File: src/rs_pkg.sv
package rs_pkg;

    // tag and index widths
    localparam int PREG_W   = 6;  // physical register tag
    localparam int AREG_W   = 5;  // architectural register number
    localparam int ROB_W    = 6;  // reorder buffer index
    localparam int DECODE_W = 16; // decode word, passed through untouched

    // station select from dispatch
    localparam int SEL_W = 2;

    // only add and mul exist, codes 2 and 3 go nowhere
    localparam logic [SEL_W-1:0] SEL_ADD = 2'd0;
    localparam logic [SEL_W-1:0] SEL_MUL = 2'd1;

    // slots per station
    localparam int ADD_DEPTH = 4;
    localparam int MUL_DEPTH = 4;

endpackage : rs_pkg
File: src/rs_top.sv
`timescale 1ns/1ns

// issue buffer: add and multiply stations side by side
module rs_top (
    input  logic                          clk,
    input  logic                          rst,
    // dispatch
    input  logic                          dispatch_valid,
    input  logic [rs_pkg::SEL_W-1:0]      rs_select,
    input  logic [rs_pkg::PREG_W-1:0]     ps1,
    input  logic [rs_pkg::PREG_W-1:0]     ps2,
    input  logic                          ps1_ready,
    input  logic                          ps2_ready,
    input  logic [rs_pkg::AREG_W-1:0]     rd,
    input  logic [rs_pkg::PREG_W-1:0]     pd,
    input  logic [rs_pkg::ROB_W-1:0]      rob_entry,
    input  logic [rs_pkg::DECODE_W-1:0]   decode_info,
    // result buses, one per unit
    input  logic [rs_pkg::PREG_W-1:0]     cdb_tag_add,
    input  logic [rs_pkg::PREG_W-1:0]     cdb_tag_mul,
    input  logic                          add_fu_busy,
    input  logic                          mul_fu_busy,
    // adder side
    output logic                          add_fu_ready,
    output logic [rs_pkg::PREG_W-1:0]     add_issue_ps1,
    output logic [rs_pkg::PREG_W-1:0]     add_issue_ps2,
    output logic [rs_pkg::PREG_W-1:0]     add_issue_pd,
    output logic [rs_pkg::AREG_W-1:0]     add_issue_rd,
    output logic [rs_pkg::ROB_W-1:0]      add_issue_rob,
    output logic [rs_pkg::DECODE_W-1:0]   add_issue_decode,
    output logic                          add_full,
    // multiplier side
    output logic                          mul_fu_ready,
    output logic [rs_pkg::PREG_W-1:0]     mul_issue_ps1,
    output logic [rs_pkg::PREG_W-1:0]     mul_issue_ps2,
    output logic [rs_pkg::PREG_W-1:0]     mul_issue_pd,
    output logic [rs_pkg::AREG_W-1:0]     mul_issue_rd,
    output logic [rs_pkg::ROB_W-1:0]      mul_issue_rob,
    output logic [rs_pkg::DECODE_W-1:0]   mul_issue_decode,
    output logic                          mul_full
);
    import rs_pkg::*;

    rs_station #(
        .DEPTH    (ADD_DEPTH),
        .SEL_CODE (SEL_ADD)
    ) add_rs_i (
        .clk            (clk),
        .rst            (rst),
        .dispatch_valid (dispatch_valid),
        .rs_select      (rs_select),
        .ps1            (ps1),
        .ps2            (ps2),
        .pd             (pd),
        .ps1_ready      (ps1_ready),
        .ps2_ready      (ps2_ready),
        .rd             (rd),
        .rob_entry      (rob_entry),
        .decode_info    (decode_info),
        .cdb_tag        (cdb_tag_add),
        .fu_busy        (add_fu_busy),
        .fu_ready       (add_fu_ready),
        .issue_ps1      (add_issue_ps1),
        .issue_ps2      (add_issue_ps2),
        .issue_pd       (add_issue_pd),
        .issue_rd       (add_issue_rd),
        .issue_rob      (add_issue_rob),
        .issue_decode   (add_issue_decode),
        .full           (add_full)
    );

    rs_station #(
        .DEPTH    (MUL_DEPTH),
        .SEL_CODE (SEL_MUL)
    ) mul_rs_i (
        .clk            (clk),
        .rst            (rst),
        .dispatch_valid (dispatch_valid),
        .rs_select      (rs_select),
        .ps1            (ps1),
        .ps2            (ps2),
        .pd             (pd),
        .ps1_ready      (ps1_ready),
        .ps2_ready      (ps2_ready),
        .rd             (rd),
        .rob_entry      (rob_entry),
        .decode_info    (decode_info),
        .cdb_tag        (cdb_tag_mul), // mul bus only wakes mul entries
        .fu_busy        (mul_fu_busy),
        .fu_ready       (mul_fu_ready),
        .issue_ps1      (mul_issue_ps1),
        .issue_ps2      (mul_issue_ps2),
        .issue_pd       (mul_issue_pd),
        .issue_rd       (mul_issue_rd),
        .issue_rob      (mul_issue_rob),
        .issue_decode   (mul_issue_decode),
        .full           (mul_full)
    );

endmodule : rs_top

File: src/rs_station.sv
`timescale 1ns/1ns

// one reservation station: storage, slot pick and issue to its unit
module rs_station #(
    parameter int                         DEPTH    = rs_pkg::ADD_DEPTH,
    parameter logic [rs_pkg::SEL_W-1:0]   SEL_CODE = rs_pkg::SEL_ADD
) (
    input  logic                          clk,
    input  logic                          rst,
    input  logic                          dispatch_valid,
    input  logic [rs_pkg::SEL_W-1:0]      rs_select,
    input  logic [rs_pkg::PREG_W-1:0]     ps1,
    input  logic [rs_pkg::PREG_W-1:0]     ps2,
    input  logic [rs_pkg::PREG_W-1:0]     pd,
    input  logic                          ps1_ready,
    input  logic                          ps2_ready,
    input  logic [rs_pkg::AREG_W-1:0]     rd,
    input  logic [rs_pkg::ROB_W-1:0]      rob_entry,
    input  logic [rs_pkg::DECODE_W-1:0]   decode_info,
    input  logic [rs_pkg::PREG_W-1:0]     cdb_tag,
    input  logic                          fu_busy,
    output logic                          fu_ready,
    output logic [rs_pkg::PREG_W-1:0]     issue_ps1,
    output logic [rs_pkg::PREG_W-1:0]     issue_ps2,
    output logic [rs_pkg::PREG_W-1:0]     issue_pd,
    output logic [rs_pkg::AREG_W-1:0]     issue_rd,
    output logic [rs_pkg::ROB_W-1:0]      issue_rob,
    output logic [rs_pkg::DECODE_W-1:0]   issue_decode,
    output logic                          full
);
    import rs_pkg::*;

    localparam int IDX_W = $clog2(DEPTH);

    // entry storage
    logic [DEPTH-1:0]                valid_q;
    logic [DEPTH-1:0][PREG_W-1:0]    ps1_q;
    logic [DEPTH-1:0][PREG_W-1:0]    ps2_q;
    logic [DEPTH-1:0][PREG_W-1:0]    pd_q;
    logic [DEPTH-1:0][AREG_W-1:0]    rd_q;
    logic [DEPTH-1:0][ROB_W-1:0]     rob_q;
    logic [DEPTH-1:0][DECODE_W-1:0]  decode_q;

    logic [DEPTH-1:0]  ready;       // both operands ready, from wakeup
    logic              insert;
    logic [IDX_W-1:0]  free_slot;
    logic              free_found;
    logic [IDX_W-1:0]  issue_slot;
    logic              issue_found;

    // full is judged on the state before the edge
    assign insert = dispatch_valid && (rs_select == SEL_CODE) && !full;

    // lowest free slot
    always_comb
    begin
        free_slot  = '0;
        free_found = 1'b0;
        for (int i = 0; i < DEPTH; i++)
        begin
            if (!valid_q[i] && !free_found)
            begin
                free_slot  = IDX_W'(i);
                free_found = 1'b1;
            end
        end
    end

    // lowest valid slot with both operands ready
    always_comb
    begin
        issue_slot  = '0;
        issue_found = 1'b0;
        for (int i = 0; i < DEPTH; i++)
        begin
            if (valid_q[i] && ready[i] && !issue_found)
            begin
                issue_slot  = IDX_W'(i);
                issue_found = 1'b1;
            end
        end
    end

    assign fu_ready = issue_found && !fu_busy;

    // issue fields read as zero unless an entry goes out
    always_comb
    begin
        issue_ps1    = '0;
        issue_ps2    = '0;
        issue_pd     = '0;
        issue_rd     = '0;
        issue_rob    = '0;
        issue_decode = '0;
        if (fu_ready)
        begin
            issue_ps1    = ps1_q[issue_slot];
            issue_ps2    = ps2_q[issue_slot];
            issue_pd     = pd_q[issue_slot];
            issue_rd     = rd_q[issue_slot];
            issue_rob    = rob_q[issue_slot];
            issue_decode = decode_q[issue_slot];
        end
    end

    always_ff @(posedge clk)
    begin
        if (rst)
        begin
            valid_q <= '0;
        end
        else
        begin
            if (fu_ready)
            begin
                valid_q[issue_slot] <= 1'b0;
            end
            if (insert && free_found)
            begin
                valid_q[free_slot] <= 1'b1; // never the issuing slot
            end
        end
    end

    // payload only, no reset
    always_ff @(posedge clk)
    begin
        if (insert && free_found)
        begin
            ps1_q[free_slot]    <= ps1;
            ps2_q[free_slot]    <= ps2;
            pd_q[free_slot]     <= pd;
            rd_q[free_slot]     <= rd;
            rob_q[free_slot]    <= rob_entry;
            decode_q[free_slot] <= decode_info;
        end
    end

    rs_occupancy #(
        .DEPTH (DEPTH)
    ) occ_i (
        .clk    (clk),
        .rst    (rst),
        .insert (insert),
        .issue  (fu_ready),
        .full   (full)
    );

    rs_wakeup #(
        .DEPTH (DEPTH)
    ) wake_i (
        .clk         (clk),
        .rst         (rst),
        .cdb_tag     (cdb_tag),
        .insert      (insert),
        .insert_slot (free_slot),
        .ps1         (ps1),
        .ps2         (ps2),
        .ps1_ready   (ps1_ready),
        .ps2_ready   (ps2_ready),
        .slot_ps1    (ps1_q),
        .slot_ps2    (ps2_q),
        .issue       (fu_ready),
        .issue_slot  (issue_slot),
        .ready       (ready)
    );

endmodule : rs_station

File: src/rs_wakeup.sv
`timescale 1ns/1ns

// operand ready bits of one station, woken by its own result bus
module rs_wakeup #(
    parameter int DEPTH = rs_pkg::ADD_DEPTH
) (
    input  logic                                  clk,
    input  logic                                  rst,
    input  logic [rs_pkg::PREG_W-1:0]             cdb_tag,
    input  logic                                  insert,
    input  logic [$clog2(DEPTH)-1:0]              insert_slot,
    input  logic [rs_pkg::PREG_W-1:0]             ps1,
    input  logic [rs_pkg::PREG_W-1:0]             ps2,
    input  logic                                  ps1_ready,
    input  logic                                  ps2_ready,
    input  logic [DEPTH-1:0][rs_pkg::PREG_W-1:0]  slot_ps1, // stored source tags
    input  logic [DEPTH-1:0][rs_pkg::PREG_W-1:0]  slot_ps2,
    input  logic                                  issue,
    input  logic [$clog2(DEPTH)-1:0]              issue_slot,
    output logic [DEPTH-1:0]                      ready
);
    import rs_pkg::*;

    logic [PREG_W-1:0] tag_q;   // result bus tag, one cycle late
    logic [DEPTH-1:0]  rdy1_q;
    logic [DEPTH-1:0]  rdy2_q;
    logic              ins_rdy1;
    logic              ins_rdy2;

    // sampled in reset too, so the first tag after reset is not missed
    always_ff @(posedge clk)
    begin
        tag_q <= cdb_tag;
    end

    // new entry also catches a tag that is matching this edge
    assign ins_rdy1 = ps1_ready || (ps1 == tag_q);
    assign ins_rdy2 = ps2_ready || (ps2 == tag_q);

    always_ff @(posedge clk)
    begin
        if (rst)
        begin
            rdy1_q <= '0;
            rdy2_q <= '0;
        end
        else
        begin
            for (int i = 0; i < DEPTH; i++)
            begin
                if (insert && (insert_slot == $clog2(DEPTH)'(i)))
                begin
                    rdy1_q[i] <= ins_rdy1;
                    rdy2_q[i] <= ins_rdy2;
                end
                else if (issue && (issue_slot == $clog2(DEPTH)'(i)))
                begin
                    rdy1_q[i] <= 1'b0; // slot freed
                    rdy2_q[i] <= 1'b0;
                end
                else
                begin
                    if (slot_ps1[i] == tag_q)
                    begin
                        rdy1_q[i] <= 1'b1;
                    end
                    if (slot_ps2[i] == tag_q)
                    begin
                        rdy2_q[i] <= 1'b1;
                    end
                end
            end
        end
    end

    // a freed slot can be re-woken by a stale tag, the station masks with valid
    assign ready = rdy1_q & rdy2_q;

endmodule : rs_wakeup

File: src/rs_occupancy.sv
`timescale 1ns/1ns

// tracks how many slots of one station hold an entry
module rs_occupancy #(
    parameter int DEPTH = rs_pkg::ADD_DEPTH
) (
    input  logic clk,
    input  logic rst,
    input  logic insert, // entry written this edge
    input  logic issue,  // entry leaves this edge
    output logic full
);

    localparam int CNT_W = $clog2(DEPTH + 1);

    logic [CNT_W-1:0] count;

    always_ff @(posedge clk)
    begin
        if (rst)
        begin
            count <= '0;
        end
        else
        begin
            // insert and issue on the same edge cancel out
            case ({insert, issue})
                2'b10:   count <= count + CNT_W'(1);
                2'b01:   count <= count - CNT_W'(1);
                default: count <= count;
            endcase
        end
    end

    assign full = (count == CNT_W'(DEPTH));

endmodule : rs_occupancy

File: config.mk
export PLATFORM = sky130hd
export DESIGN_NAME = rs_top
export DESIGN_NICKNAME = d
export VERILOG_FILES = /design/src/rs_pkg.sv /design/src/rs_top.sv /design/src/rs_station.sv /design/src/rs_wakeup.sv /design/src/rs_occupancy.sv
export SDC_FILE = /design/constraint.sdc
export NUM_CORES = 1
export LEC_CHECK = 0
export BUFFER_PORTS_ARGS = -buffer_cell sky130_fd_sc_hd__buf_4
export CORE_MARGIN = 10
export CORE_UTILIZATION = 45
export DETAILED_ROUTE_END_ITERATION = 10
export GPL_TIMING_DRIVEN = 0
export PLACE_DENSITY_LB_ADDON = 0.12
export SYNTH_ARGS = -nofsm -noshare
export SYNTH_HDL_FRONTEND = slang
export SYNTH_SLANG_ARGS = --single-unit
File: constraint.sdc
create_clock -name clk -period 4 [get_ports clk]
set_input_delay 0.2 -clock clk [delete_from_list [all_inputs] [get_ports clk]]
set_output_delay 0.2 -clock clk [all_outputs]
set_load 0.02 [all_outputs]
==> results.md <==
* Worst-margin pin slew at 0.987 ns
* Number of synthesized flops with an enable pin at 360
* Chip height at 214 um
* Layout Nets at 1,566
* Number of global-route vias before repair at 12.0k
* Synth warnings at 0
* CTS tree: yes
* Post-CTS setup buffer count at 0
* Mean post-synth cell area at 13.7 sq um
* Post-synthesis sequential area ratio at 69.1%
* Routability cong. at 0.880
* DPL Wire Length at 32,100 um
* Remaining antenna violation count at 0
* Initial antenna violation count at 1
* Pwr/cell area at 434 mW/mm^2
* Largest net degree at the start of global routing at 32
* Static Leak at 7.07 nW
* Root Driver: clkbuf_16
* Top FF cell, synth: edfxtp_1
* Net Count, Synth at 1,297
* TritonRoute pass-1 iters at 5
* WL final at 49,700 um
* Final Cell Area at 0.0209 sq mm
* Number of synthesized register bits at 402
* PortBufs at 158
* CP endpoint kind: output port
* Minimum clock period at 2.93 ns
* Most frequent cells in the layout: edfxtp_1 (360), buf_4 (176), a21oi_1 (98)
* Critical Path Fanout Max at 10
* Worst skew pair latency at 0.57 ns
* Clk sinks at 402
* Initial DRC Count at 1,246
* First-pass GRT wire length at 74,400 um
* Vias at 11.7k
* Data arrival, critical path at 2.73 ns
* Hold-fix buffers, CTS at 58
* Commonest non-fill, non-tap cell in the layout: edfxtp_1
* Peak Freq at 341 MHz
* Synthesized cell area at 0.0169 sq mm
* Rel. slew slack at 34.2%
* Share of the synthesized area in the top cell type at 64.1%
* Fin cells at 1,999
* Mapped Cells at 1,227
* Site Rows at 70
* HP Class: in2reg
* Final hold vios at 0
* Cell taking the most area after synthesis: edfxtp_1
* Post-synth cell types at 44
* Req. time, crit path at 3.80 ns
* Longest Clk Path Bufs at 3
* Worst Skew at 0.0230 ns
* Placed instance count at 1,861
* Peak supply drop at 0.368 mV
* Status: finished, final reports clean
* Synth area leaders: edfxtp_1 (64%), dfxtp_1 (5.0%), xor2_1 (4.3%)
* Fraction of layout cells with a size suffix above 1 at 20.7%
* Htree depth at 2
* WS Path Type: reg2out
* Post-place instance area at 0.0188 sq mm
* I/O pin count at 160
* Final worst path period share at 73.3%
* Die ar. at 0.0456 sq mm
* Num CTS Buffers at 43
* Routed len/inst at 24.9 um
* Ys async rst share at 0%
* Via density at 5.85
* Clock transition at path regs at 0.06 ns
* Die Span X at 214 um
* Max cap viols at 0
* Core area at 0.0368 sq mm
* Starting Density at 45.9%
* Setup Viol. Count Final at 0
* Overall routing resource usage at 21.7%
* Max Slew Vio Count at 0
* Nature of the critical path startpoint: register
* Unrepaired setup endpoints after global routing: no
* CTS resizes at 0
* Area Overhead vs Synth at 23.6%
* Grt ovf at 0
* DRC at 0
[cell usage after synthesis (5+ instances only)]
master      n
buf_2      39
nand3_1    97
buf_4      18
o21ai_0    51
buf_6       5
and3_1      8
a22oi_1    90
a31oi_1    16
dfxtp_1    42
o21a_1     46
o211ai_1    7
clkbuf_2    5
xnor2_1    42
nand2_1    51
nor2_1      6
nor4_1     20
edfxtp_1  360
xor2_1     82
o22ai_1    61
clkbuf_1   27
inv_1      12
a21oi_1    98
a41oi_1     5
[registers in the layout, summed over array words and instances, names as in the netlist, 24 cells and up]
register,cells
mul_rs_i.ps1_q,24
mul_rs_i.ps2_q,24
mul_rs_i.pd_q,24
add_rs_i.ps1_q,24
add_rs_i.ps2_q,24
add_rs_i.rob_q,24
add_rs_i.pd_q,24
add_rs_i.decode_q,64
mul_rs_i.rob_q,24
mul_rs_i.decode_q,64
[area by class of cell]
cell class,count,area (sq um)
fillers,3055,15900
flip-flops and latches,402,11700
multi-input cells,719,4680
repair buffers,224,1930
clock buffers,58,1250
well taps,468,586
plain buffers,94,513
clock inverters,21,195
inverters,12,45.0
diodes,1,2.50
[cells by family after synthesis]
kind of cell	after synthesis	share of synthesized area, %
buf+inv	106	3.31
flops	402	69.1
mux	2	0.119
compound gates	382	14.3
simple gates	207	6.39
fa+ha+maj	4	0.386
xor+xnor	124	6.44
[critical path, cell delays in order (launching register included)]
cell and delay [ns]:
dfxtp_1 0.39, and3_1 0.24, nor2_2 0.57, buf_2 0.44, a22oi_1 0.12, o22ai_1 0.21
buf_4 0.19
[report_power, final]
| group | internal, mW | switching [mW] |
|---|---|---|
| logic | 0.154 | 0.213 |
| registers | 4.62 | 0.0206 |
| clock network | 2.40 | 1.64 |
| total | 7.18 | 1.87 |
[metrics by stage]
stage / hold WS [ns] / setup WS (ns) / util [%] / setup TNS [ns] / total power, mW
2_1_floorplan: 0.228 / 0.878 / - / 0 / 4.88
3_3_place_gp: 0.305 / -1.34 / 50.7 / -96.36 / 5.04
3_5_place_dp: 0.306 / 1.26 / 51.2 / 0 / 5.05
4_1_cts: 0.00240 / 1.06 / 56.7 / 0 / 9.10
5_1_grt: 0.0376 / 1.00 / 56.7 / 0 / 9.30
6_report: 0.0351 / 1.07 / 56.7 / 0 / 9.05
[path summary, 6_finish.rpt]
path                            slack, ns               startpoint                       to  cells after the start
worst min-delay path                 0.04              add_fu_busy      add_rs_i.valid_q[0]                      3
worst min register to register       0.49  add_rs_i.occ_i.count[2]  add_rs_i.occ_i.count[2]                      2
worst max-delay path                 1.07      add_rs_i.valid_q[0]         add_issue_rob[1]                      6
worst max register to register       1.24      mul_rs_i.valid_q[0]  mul_rs_i.occ_i.count[2]                     10
[per-layer routing]
| metal | routed length (um) | vias up | GRT usage (%) |
|---|---|---|---|
| met1 | 21700 | 5859 | 30.1 |
| met3 | 3890 | 74 | 4.28 |
| met5 | 0 | - | 0 |
| li1 | - | 5287 | - |
| met2 | 22800 | 475 | 33.7 |
| met4 | 1300 | 0 | 6.94 |
Note: power is estimated with default switching activity, not from simulation.
